`config.mk`:
```
export PLATFORM = sky130hd
export DESIGN_NAME = fpa_top
export DESIGN_NICKNAME = d
export VERILOG_FILES = /design/src/rtl/fpa_pkg.sv /design/src/rtl/fpa_adder.sv /design/src/rtl/fpa_decode.sv /design/src/rtl/fpa_mc_regs.sv /design/src/rtl/fpa_readout.sv /design/src/rtl/fpa_t_reg.sv /design/src/rtl/fpa_top.sv
export SDC_FILE = /design/constraint.sdc
export NUM_CORES = 1
export LEC_CHECK = 0
export BUFFER_PORTS_ARGS = -buffer_cell sky130_fd_sc_hd__buf_2
export CAP_MARGIN = 20
export CORE_MARGIN = 4
export CORE_UTILIZATION = 62
export DETAILED_ROUTE_END_ITERATION = 6
export PLACE_DENSITY = 0.82
export SETUP_SLACK_MARGIN = 0.3
export SYNTH_ARGS = -nofsm -noshare
export SYNTH_HDL_FRONTEND = slang
export SYNTH_SLANG_ARGS = --single-unit
```
`constraint.sdc`:
```
create_clock -name strob_fp_ -period 3.69 [get_ports strob_fp_]
set_input_delay 0.1845 -clock strob_fp_ [delete_from_list [all_inputs] [get_ports strob_fp_]]
set_output_delay 0.1845 -clock strob_fp_ [all_outputs]
set_load 0.005 [all_outputs]
```
`src/rtl/fpa_pkg.sv`:
```
/*
	F-PA shared definitions
	word format constants, opcode and control encodings,
	control and status bundles for the FPU arithmetic datapath
*/

package fpa_pkg;

	// machine word and bus widths
	parameter int fpa_w = 40;
	parameter int bus_w = 16;

	// one opcode per strobe
	typedef enum logic [3:0] {
		op_nop      = 4'h0,
		op_t_from_w = 4'h1,
		op_t_from_m = 4'h2,
		op_t_clear  = 4'h3,
		op_add      = 4'h4,
		op_sub      = 4'h5,
		op_t_shr    = 4'h6,
		op_t_shl    = 4'h7,
		op_m_from_t = 4'h8,
		op_m_shr    = 4'h9,
		op_c_from_t = 4'ha,
		op_c_shr    = 4'hb
	} fpa_op_e;

	// per-register action
	typedef enum logic [1:0] {
		reg_hold = 2'b00,
		reg_shr  = 2'b01,
		reg_shl  = 2'b10,
		reg_load = 2'b11
	} reg_op_e;

	// K bus source for T loads
	typedef enum logic [1:0] {
		k_sum  = 2'b00,
		k_m    = 2'b01,
		k_w    = 2'b10,
		k_zero = 2'b11
	} k_src_e;

	typedef enum logic {
		alu_add = 1'b0,
		alu_sub = 1'b1
	} alu_op_e;

	// ZP bus readout select
	typedef enum logic [1:0] {
		zp_t_hi  = 2'b00,
		zp_t_mid = 2'b01,
		zp_t_lo  = 2'b10,
		zp_flags = 2'b11
	} zp_sel_e;

	// flag bits from the sibling flag unit
	typedef struct packed {
		logic z;
		logic m;
		logic v;
		logic c;
	} fpa_flags_t;

	typedef struct packed {
		reg_op_e t_op;
		k_src_e  k_src;
		reg_op_e m_op;
		reg_op_e c_op;
		alu_op_e alu_op;
	} fpa_ctl_t;

	// status word for the sequencer
	typedef struct packed {
		logic z_0_1;
		logic z_2_7;
		logic z_8_15;
		logic z_16_23;
		logic z_24_31;
		logic z_32_39;
		logic cy0;
		logic cy16;
		logic cy32;
		logic t0_eq_c0;
		logic t0_ne_t1;
		logic c0_eq_c1;
		logic t0;
		logic m0;
		logic c39;
	} fpa_status_t;

endpackage

```
`src/rtl/fpa_adder.sv`:
```
/*
	F-PA adder
	40-bit T plus C or T plus ~C with carry in, and group carries
	out of bits 32:39, 16:39 and the whole word
*/

`timescale 1ns/1ps

module fpa_adder (
	input  fpa_pkg::alu_op_e          alu_op,
	input  logic [0:fpa_pkg::fpa_w-1] t,
	input  logic [0:fpa_pkg::fpa_w-1] c,
	input  logic                      carry_in,
	output logic [0:fpa_pkg::fpa_w-1] sum,
	output logic                      cy0,
	output logic                      cy16,
	output logic                      cy32
);

	logic [0:fpa_pkg::fpa_w-1] b;
	logic [0:fpa_pkg::fpa_w]   full;

	// second operand, complemented for subtract
	assign b = (alu_op == fpa_pkg::alu_sub) ? ~c : c;

	// bit 0 is the MSB, so full[0] is the word carry out
	assign full = {1'b0, t} + {1'b0, b} + {{fpa_pkg::fpa_w{1'b0}}, carry_in};
	assign sum  = full[1:fpa_pkg::fpa_w];
	assign cy0  = full[0];

	/*
		group carries recovered from the sum:
		carry into bit k is t[k] ^ b[k] ^ sum[k]
	*/
	assign cy16 = t[15] ^ b[15] ^ sum[15];
	assign cy32 = t[31] ^ b[31] ^ sum[31];

endmodule

```
`src/rtl/fpa_decode.sv`:
```
/*
	F-PA opcode decoder
	turns one opcode per cycle into the register and adder controls
*/

`timescale 1ns/1ps

module fpa_decode (
	input  fpa_pkg::fpa_op_e  op,
	output fpa_pkg::fpa_ctl_t ctl
);

	always_comb begin
		// everything holds unless the opcode says otherwise
		ctl.t_op   = fpa_pkg::reg_hold;
		ctl.k_src  = fpa_pkg::k_sum;
		ctl.m_op   = fpa_pkg::reg_hold;
		ctl.c_op   = fpa_pkg::reg_hold;
		ctl.alu_op = fpa_pkg::alu_add;

		case (op)
			fpa_pkg::op_t_from_w: begin
				ctl.t_op  = fpa_pkg::reg_load;
				ctl.k_src = fpa_pkg::k_w;
			end
			fpa_pkg::op_t_from_m: begin
				ctl.t_op  = fpa_pkg::reg_load;
				ctl.k_src = fpa_pkg::k_m;
			end
			fpa_pkg::op_t_clear: begin
				ctl.t_op  = fpa_pkg::reg_load;
				ctl.k_src = fpa_pkg::k_zero;
			end
			fpa_pkg::op_add: begin
				ctl.t_op  = fpa_pkg::reg_load;
				ctl.k_src = fpa_pkg::k_sum;
			end
			fpa_pkg::op_sub: begin
				// T + ~C + carry_in
				ctl.t_op   = fpa_pkg::reg_load;
				ctl.k_src  = fpa_pkg::k_sum;
				ctl.alu_op = fpa_pkg::alu_sub;
			end
			fpa_pkg::op_t_shr: begin
				ctl.t_op = fpa_pkg::reg_shr;
			end
			fpa_pkg::op_t_shl: begin
				ctl.t_op = fpa_pkg::reg_shl;
			end
			fpa_pkg::op_m_from_t: begin
				ctl.m_op = fpa_pkg::reg_load;
			end
			fpa_pkg::op_m_shr: begin
				ctl.m_op = fpa_pkg::reg_shr;
			end
			fpa_pkg::op_c_from_t: begin
				ctl.c_op = fpa_pkg::reg_load;
			end
			fpa_pkg::op_c_shr: begin
				ctl.c_op = fpa_pkg::reg_shr;
			end
			default: begin
				// op_nop and unused codes
				ctl.t_op = fpa_pkg::reg_hold;
			end
		endcase
	end

endmodule

```
`src/rtl/fpa_mc_regs.sv`:
```
/*
	F-PA M and C registers
	M is the multiplier/quotient register, C the adder operand
*/

`timescale 1ns/1ps

module fpa_mc_regs (
	input  logic                      strob_fp_,
	input  logic                      _0_t_,
	input  fpa_pkg::fpa_ctl_t         ctl,
	input  logic [0:fpa_pkg::fpa_w-1] t,
	input  logic                      shift_in,
	output logic [0:fpa_pkg::fpa_w-1] m,
	output logic [0:fpa_pkg::fpa_w-1] c
);

	// M register
	always_ff @(posedge strob_fp_ or negedge _0_t_) begin
		if (!_0_t_) begin
			m <= '0;
		end else begin
			case (ctl.m_op)
				fpa_pkg::reg_load: m <= t;
				fpa_pkg::reg_shr:  m <= {shift_in, m[0:fpa_pkg::fpa_w-2]};
				default:           m <= m;
			endcase
		end
	end

	// C register, arithmetic right shift keeps the sign
	always_ff @(posedge strob_fp_ or negedge _0_t_) begin
		if (!_0_t_) begin
			c <= '0;
		end else begin
			case (ctl.c_op)
				fpa_pkg::reg_load: c <= t;
				fpa_pkg::reg_shr:  c <= {c[0], c[0:fpa_pkg::fpa_w-2]};
				default:           c <= c;
			endcase
		end
	end

endmodule

```
`src/rtl/fpa_readout.sv`:
```
/*
	F-PA readout
	ZP bus slice mux, T zero-group detectors and sign compares
*/

`timescale 1ns/1ps

module fpa_readout (
	input  fpa_pkg::zp_sel_e           zp_sel,
	input  fpa_pkg::fpa_flags_t        flags,
	input  logic [0:7]                 d,
	input  logic [0:fpa_pkg::fpa_w-1]  t,
	input  logic [0:fpa_pkg::fpa_w-1]  m,
	input  logic [0:fpa_pkg::fpa_w-1]  c,
	input  logic                       cy0,
	input  logic                       cy16,
	input  logic                       cy32,
	output logic [0:fpa_pkg::bus_w-1]  zp,
	output fpa_pkg::fpa_status_t       status
);

	always_comb begin
		case (zp_sel)
			fpa_pkg::zp_t_hi:  zp = t[0:15];
			fpa_pkg::zp_t_mid: zp = t[16:31];
			fpa_pkg::zp_t_lo:  zp = {t[32:39], d};
			default:           zp = {flags, 12'd0};
		endcase
	end

	// zero groups as the sequencer sees them
	assign status.z_0_1   = ~|t[0:1];
	assign status.z_2_7   = ~|t[2:7];
	assign status.z_8_15  = ~|t[8:15];
	assign status.z_16_23 = ~|t[16:23];
	assign status.z_24_31 = ~|t[24:31];
	assign status.z_32_39 = ~|t[32:39];

	assign status.cy0  = cy0;
	assign status.cy16 = cy16;
	assign status.cy32 = cy32;

	// sign compares
	assign status.t0_eq_c0 = ~(t[0] ^ c[0]);
	assign status.t0_ne_t1 = t[0] ^ t[1];
	assign status.c0_eq_c1 = ~(c[0] ^ c[1]);

	assign status.t0  = t[0];
	assign status.m0  = m[0];
	assign status.c39 = c[fpa_pkg::fpa_w-1];

endmodule

```
`src/rtl/fpa_t_reg.sv`:
```
/*
	F-PA T accumulator
	three chained segments 0:15, 16:31, 32:39 fed from the K bus
*/

`timescale 1ns/1ps

module fpa_t_reg (
	input  logic                         strob_fp_,
	input  logic                         _0_t_,
	input  fpa_pkg::fpa_ctl_t            ctl,
	input  logic [0:fpa_pkg::bus_w-1]    w,
	input  logic [0:fpa_pkg::fpa_w-1]    sum,
	input  logic [0:fpa_pkg::fpa_w-1]    m,
	input  logic                         shift_in,
	output logic [0:fpa_pkg::fpa_w-1]    t
);

	logic [0:fpa_pkg::fpa_w-1] k;

	// segment registers
	logic [0:15] t_a;
	logic [0:15] t_b;
	logic [0:7]  t_c;

	// K bus source mux
	always_comb begin
		case (ctl.k_src)
			fpa_pkg::k_sum: k = sum;
			fpa_pkg::k_m:   k = m;
			fpa_pkg::k_w:   k = {w, w, w[0:7]};
			default:        k = '0;
		endcase
	end

	// bits cross segment boundaries on shifts
	always_ff @(posedge strob_fp_ or negedge _0_t_) begin
		if (!_0_t_) begin
			t_a <= '0;
			t_b <= '0;
			t_c <= '0;
		end else begin
			case (ctl.t_op)
				fpa_pkg::reg_shr: begin
					t_a <= {shift_in, t_a[0:14]};
					t_b <= {t_a[15], t_b[0:14]};
					t_c <= {t_b[15], t_c[0:6]};
				end
				fpa_pkg::reg_shl: begin
					// low end fills from M bit 0
					t_a <= {t_a[1:15], t_b[0]};
					t_b <= {t_b[1:15], t_c[0]};
					t_c <= {t_c[1:7], m[0]};
				end
				fpa_pkg::reg_load: begin
					t_a <= k[0:15];
					t_b <= k[16:31];
					t_c <= k[32:39];
				end
				default: begin
					t_a <= t_a;
					t_b <= t_b;
					t_c <= t_c;
				end
			endcase
		end
	end

	assign t = {t_a, t_b, t_c};

endmodule

```
`src/rtl/fpa_top.sv`:
```
/*
	F-PA arithmetic datapath top
	decoder, T/M/C registers, adder and ZP readout
*/

`timescale 1ns/1ps

module fpa_top (
	input  logic                      strob_fp_,
	input  logic                      _0_t_,
	input  fpa_pkg::fpa_op_e          op,
	input  logic [0:fpa_pkg::bus_w-1] w,
	input  logic                      shift_in,
	input  logic                      carry_in,
	input  fpa_pkg::zp_sel_e          zp_sel,
	input  fpa_pkg::fpa_flags_t       flags,
	input  logic [0:7]                d,
	output logic [0:fpa_pkg::bus_w-1] zp,
	output fpa_pkg::fpa_status_t      status
);

	fpa_pkg::fpa_ctl_t         ctl;
	logic [0:fpa_pkg::fpa_w-1] t;
	logic [0:fpa_pkg::fpa_w-1] m;
	logic [0:fpa_pkg::fpa_w-1] c;
	logic [0:fpa_pkg::fpa_w-1] sum;
	logic                      cy0;
	logic                      cy16;
	logic                      cy32;

	fpa_decode u_decode (
		.op  (op),
		.ctl (ctl)
	);

	fpa_t_reg u_t_reg (
		.strob_fp_ (strob_fp_),
		._0_t_     (_0_t_),
		.ctl       (ctl),
		.w         (w),
		.sum       (sum),
		.m         (m),
		.shift_in  (shift_in),
		.t         (t)
	);

	fpa_mc_regs u_mc_regs (
		.strob_fp_ (strob_fp_),
		._0_t_     (_0_t_),
		.ctl       (ctl),
		.t         (t),
		.shift_in  (shift_in),
		.m         (m),
		.c         (c)
	);

	// adder function follows the current opcode
	fpa_adder u_adder (
		.alu_op   (ctl.alu_op),
		.t        (t),
		.c        (c),
		.carry_in (carry_in),
		.sum      (sum),
		.cy0      (cy0),
		.cy16     (cy16),
		.cy32     (cy32)
	);

	fpa_readout u_readout (
		.zp_sel (zp_sel),
		.flags  (flags),
		.d      (d),
		.t      (t),
		.m      (m),
		.c      (c),
		.cy0    (cy0),
		.cy16   (cy16),
		.cy32   (cy32),
		.zp     (zp),
		.status (status)
	);

endmodule

```
---- Word-level counts from Yosys, hierarchy flattened ----
Cells that the tools add are included.
storage, ports and cells
  flip-flop bits (word level) ............. 120
  latch bits .............................. 0
  bits in writable memories ............... 0
  bits in read-only memories .............. 0
  input port bits ......................... 38
  output and inout bits ................... 31
  logic and storage cells ................. 73
  memories ................................ 0
operators by class
  add/sub/neg operators ................... 2
  multiply operators ...................... 0
  divide/modulo/power cells ............... 0
  order comparisons ....................... 0
  eq/ne operators ......................... 22
  shift-type cells ........................ 0
  multiplexer cells ....................... 13
  bitwise logic cells ..................... 11
  reduce and logical (&&, ||, !) cells .... 19
operators by type and width
  cell                                           count
  case mux 40 bit (2 select lines)               2
  case mux 16 bit (3 select lines)               3
  case mux 40 bit (3 select lines)               1
  adder 40 x 40 -> 41 bit                        1
  adder 41 x 1 -> 41 bit                         1
  two-way mux 40 bit                             1
  NOT 40 bit                                     1
  OR reduction 8 bit                             4
  case mux 8 bit (3 select lines)                1
  == test 4 x 3 -> 1 bit, second input constant  4
  == test 4 bit, second input constant           4
  == test 2 bit, second input constant           6
  case mux 2 bit (3 select lines)                2
  == test 2 x 1 -> 1 bit, second input constant  5
  == test 4 x 2 -> 1 bit, second input constant  2
  case mux 2 bit (2 select lines)                2
  bitwise XOR 1 bit                              7
  logical NOT 1 bit                              6
  OR reduction 6 bit                             1
  OR reduction 5 bit                             1
  == test 4 x 1 -> 1 bit, second input constant  1
  logical NOT 2 bit                              2
  nonzero test 2 bit                             2
  NOT 1 bit                                      3
  4 further kinds                                4

---- Depth between registers and ports, before layout ----
  word-level depth ........................ 7
  depth in mapped cells ................... 17
  gate-level depth less buffers ........... 16

---- By module ----
A second synthesis with hierarchy kept.
unflattened totals
  cell total of the unflattened synthesis .. 1129
  area total of the unflattened synthesis .. 10226.1 um^2
modules (own cells, without submodules)
  module       instances  cells each  area an instance (um^2)  seq. area each (um^2)
  fpa_mc_regs  1          347         3719.8                   2001.9
  fpa_t_reg    1          378         3422.0                   1001.0
  fpa_adder    1          330         2444.8                   0.0
  fpa_readout  1          59          541.8                    0.0
  fpa_decode   1          15          97.6                     0.0

---- Least setup slack after synthesis ----
No wires, ideal clock.
  kind .................................... input-to-reg
  from .................................... input op[2]
  to ...................................... register u_t_reg.t_b[6] (netlist name)
  setup time .............................. 0.133 ns
  arrival time ............................ 3.362 ns
  required time ........................... 3.557 ns
  slack ................................... 0.195 ns
  stages .................................. 14
  path buffers ............................ 2
  path through ............................ clkbuf_1 -> nor3b_1 -> clkbuf_1 -> xor2_1 -> ha_1 -> o211ai_1 -> a21o_1 -> a31o_4 -> a2111oi_4 -> nor2_1 -> xnor2_1 -> a221o_1 -> a222oi_1 -> o21ai_0
on the way
  word-level cells in the longest chain between the ends .. 7
  elaborated cells on any way between the ends .. 23
RTL lines
  element                           RTL line          source
  start, declared                   fpa_top.sv:11     input fpa_pkg::fpa_op_e op,
  == test 4 x 3 -> 1 bit            fpa_decode.sv:21  case (op)
  two-way mux 1 bit                 fpa_decode.sv:21
  two-way mux 40 bit                fpa_adder.sv:24   assign b = (alu_op == fpa_pkg::alu_sub) ? ~c : c;
  adder 40 x 40 -> 41 bit           fpa_adder.sv:27   assign full = {1'b0, t} + {1'b0, b} + {{fpa_pkg::fpa_w{1'b0}}, carry_in};
  adder 41 x 1 -> 41 bit            fpa_adder.sv:27
  case mux 40 bit (3 select lines)  fpa_t_reg.sv:28   case (ctl.k_src)
  case mux 16 bit (3 select lines)  fpa_t_reg.sv:43   case (ctl.t_op)
  end signal, assigned              fpa_t_reg.sv:46   t_b <= {t_a[15], t_b[0:14]};
  end signal, assigned              fpa_t_reg.sv:52   t_b <= {t_b[1:15], t_c[0]};
  end signal, assigned              fpa_t_reg.sv:57   t_b <= k[16:31];
  end, declared                     fpa_t_reg.sv:23   logic [0:15] t_b;
Several ways; a longest one is shown, not always the timed one.
A chain may end at the register's enable or synchronous reset.

==> impl_metrics.csv <==
group,metric,value,unit
outcome,status,"finished clean",
setup_path,crit_start,"u_mc_regs.c[39]",
yosys,synthDistinctLibCells,72,
placement,io_buffers,68,
final_layout,finalCoreUtilization,0.748,
die,dieArea,0.0169,mm^2
final_layout,design_area,0.0109,mm^2
yosys,synth_top_cells_by_area,"dfrtp_1, a21oi_1, o21ai_0",
setup_path,endpoint_kind,"output pin",
timing,finClkSkew,0.00969,ns
timing,period_share,0.932,
setup_path,crit_required,3.51,ns
timing,max_freq,291,MHz
setup_path,cp_data_arrival_time,3.26,ns
yosys,syn-num-nets,1210,
drt,drc,0,
power_and_ir_drop,total_power,7080,uW
clock_tree,cts_tree,"built",
clock_tree,htreeDepth,4,
global_route,grt_first_pass_wirelength,52300,um
clock_tree,cts-buffers-inserted,17,
clock_tree,cts_buffer_depth,2,
final_layout,syn2layout_area_growth,18.0,%
die,rows,44,
drt,final_antenna_net_count,0,
yosys,syn_inst,1130,
yosys,synth.largest_area_cell,"dfrtp_1",
yosys,yosysTopAreaCellShare,0.326,
timing,rsz0062_at_grt,"true",
hold_path,hp-start,"w[8]",
timing,relSlewSlack,0.374,
setup_path,criticalPathCategory,"flop to output pin",
drt,vias,9719,
final_layout,n_antenna_cell,0,
yosys,synth.top_cells.by_count,"a21oi_1, dfrtp_1, o21ai_0",
yosys,yosys_warnings,0,
timing,hold_viol,0,
timing,drv_slew,0,
global_route,grt_use_total,0.406,
die,core-area,0.0145,mm^2
global_route,grt_antenna_before_repair,0,
timing,fin_tns_setup,0,ns
die,die_w,130,um
yosys,synth_edf_count,0,
die,start_util,0.634,
yosys,yosysSeqAreaShare,0.326,
placement,postPlaceCellArea,0.00993,mm^2
yosys,syn_area_per_cell,8.16,um^2
setup_path,start_kind,"flop",
global_route,overflow,0,
final_layout,layout-drive-gt1-share,0.189,
clock_tree,clk-insertion-delay-late,0.42,ns
setup_path,path_max_fanout,3,
yosys,synth_area,0.00922,mm^2
final_layout,fin_nets,1293,
yosys,ys_async_sr_fraction,1.00,
drt,wire_per_inst,23.8,um
global_route,grt_pass1_vias,9454,
clock_tree,clkSinkCount,120,
clock_tree,clkSlewWorstSetupHoldPaths,0.06,ns
timing,setup_viol,0,
run,maxCapViolCount,0,
power_and_ir_drop,p_leak,0.00483,uW
hold_path,hold_class,"input pin to flop",
global_route,grt_max_degree,71,
placement,place_congestion,1.07,
yosys,ys.flop_type,"dfrtp_1",
drt,drt_iter0_drc,1557,
die,io_pins,69,
yosys,synth-seq-cells,120,
yosys,synth_most_common_cell,"a21oi_1",
placement,pre_cts_ws,0.0585,ns
timing,min_period,3.44,ns
drt,first_pass_iters,7,
power_and_ir_drop,power_density,651,mW/mm^2
setup_path,reg2reg_from,"u_mc_regs.c[39]",
timing,max_slew.worst_pin.slew,0.937,ns
power_and_ir_drop,ir_drop,0.000462,V
placement,dp_hpwl,23200,um
timing,worst_slack,0.250,ns
drt,vias_per_cell,6.90,
die,die-height,130,um
clock_tree,cts_root_buf,"clkbuf_16",
drt,drt-total-wl,33500,um
## critical path, cell delays in order, from the launching register on
cell       delay (ns)
dfrtp_1          0.42
xnor2_2          0.16
fa_2             0.23
inv_2            0.05
fa_2             0.36
a211oi_2         0.27
nor4_1           0.07
buf_4            0.15
o2111ai_4        0.26
a31oi_4          0.14
o31ai_2          0.19
buf_4            0.16
o211ai_2         0.10
nand3_1          0.09
nand2_1          0.05
buf_2            0.12
## cells in the final DEF, fill, tap and decap left out, types with 9 or more instances in the layout
cell,synthesis,layout
o21a_1,10,10
a21oi_1,175,173
nor2_1,91,88
o21ai_1,7,11
mux2i_1,15,15
a21o_1,13,13
nor2b_1,43,43
xnor2_1,26,25
nand2_1,115,113
dfrtp_1,120,120
inv_1,15,13
a222oi_1,24,24
xor2_1,50,49
or4_1,9,9
clkbuf_16,0,17
a22oi_1,25,24
buf_2,9,66
o21ai_0,118,114
nand3_1,10,9
ha_1,40,39
buf_4,7,76
a221oi_1,17,16
## where the power goes
| part | internal (uW) | switching (uW) | total [uW] | leakage (uW) |
|---|---|---|---|---|
| registers | 1640 | 536 | 2170 | 0.00148 |
| clock network | 1000 | 610 | 1610 | 0.000273 |
| logic | 1450 | 1850 | 3290 | 0.00308 |
## logic make-up (layout without fill, tap and decap cells)
logic type                 count (synthesis)  count (layout)  share of synthesized area
xor gates and xnor gates                  76              76                     0.0722
adders and majority gates                 42              42                     0.0586
muxes                                     20              20                     0.0273
and+or+nand+nor                          316             316                      0.161
DFF                                      120             120                      0.326
buffers and inverters                    102             197                     0.0465
AOI/OAI and AO/OA                        454             454                      0.309
## per-layer routing
| layer | vias to the layer above | wire (um) | global-route usage |
|---|---|---|---|
| met5 | - | 0 | 0 |
| met4 | 0 | 1550 | 0.200 |
| met3 | 143 | 4450 | 0.117 |
| met2 | 725 | 14900 | 0.604 |
| met1 | 4535 | 12600 | 0.544 |
| li1 | 4316 | - | - |
## layout make-up
class | count | area, um^2
multi-input combinational | 908 | 5970
fill | 1124 | 3660
sequential | 120 | 3000
timing repair buffer | 151 | 1060
clock buffer | 22 | 454
tap | 184 | 230
clock inverter | 9 | 101
inverter | 15 | 56.3
## state kept, by name, indices dropped and copies added (netlist names)
register     count
u_mc_regs.m     40
u_t_reg.t_b     16
u_t_reg.t_c      8
u_t_reg.t_a     16
u_mc_regs.c     40
## stage by stage
step / cells / hold slack [ns]
5_1_grt: 1409 / 0.127
3_3_place_gp: 1357 / 0.298
6_report: 1409 / 0.111
2_1_floorplan: 1130 / -0.111
3_5_place_dp: 1357 / 0.297
4_1_cts: 1398 / 0.0988
## what timing repair did
action,CTS,global route
buffers inserted,8,11
pin swaps,11,18
cloned,1,0
endpoints found under the hold margin,57,0
setup endpoints to repair,1,8
gates resized for setup,20,18
hold buffers,1,0
## final timing paths
kind	to	slack, ns	depth (start not counted)
setup / recovery	status[8]	0.25	15
hold / removal	u_t_reg.t_a[8]	0.11	3
setup reg to reg	u_t_reg.t_a[11]	0.34	16
hold reg to reg	u_mc_regs.c[9]	0.53	2
max in group asynchronous	u_t_reg.t_b[9]	2.44	3
min in group asynchronous	u_mc_regs.c[35]	0.39	2
No activity file was read; power rests on OpenSTA's default activity.
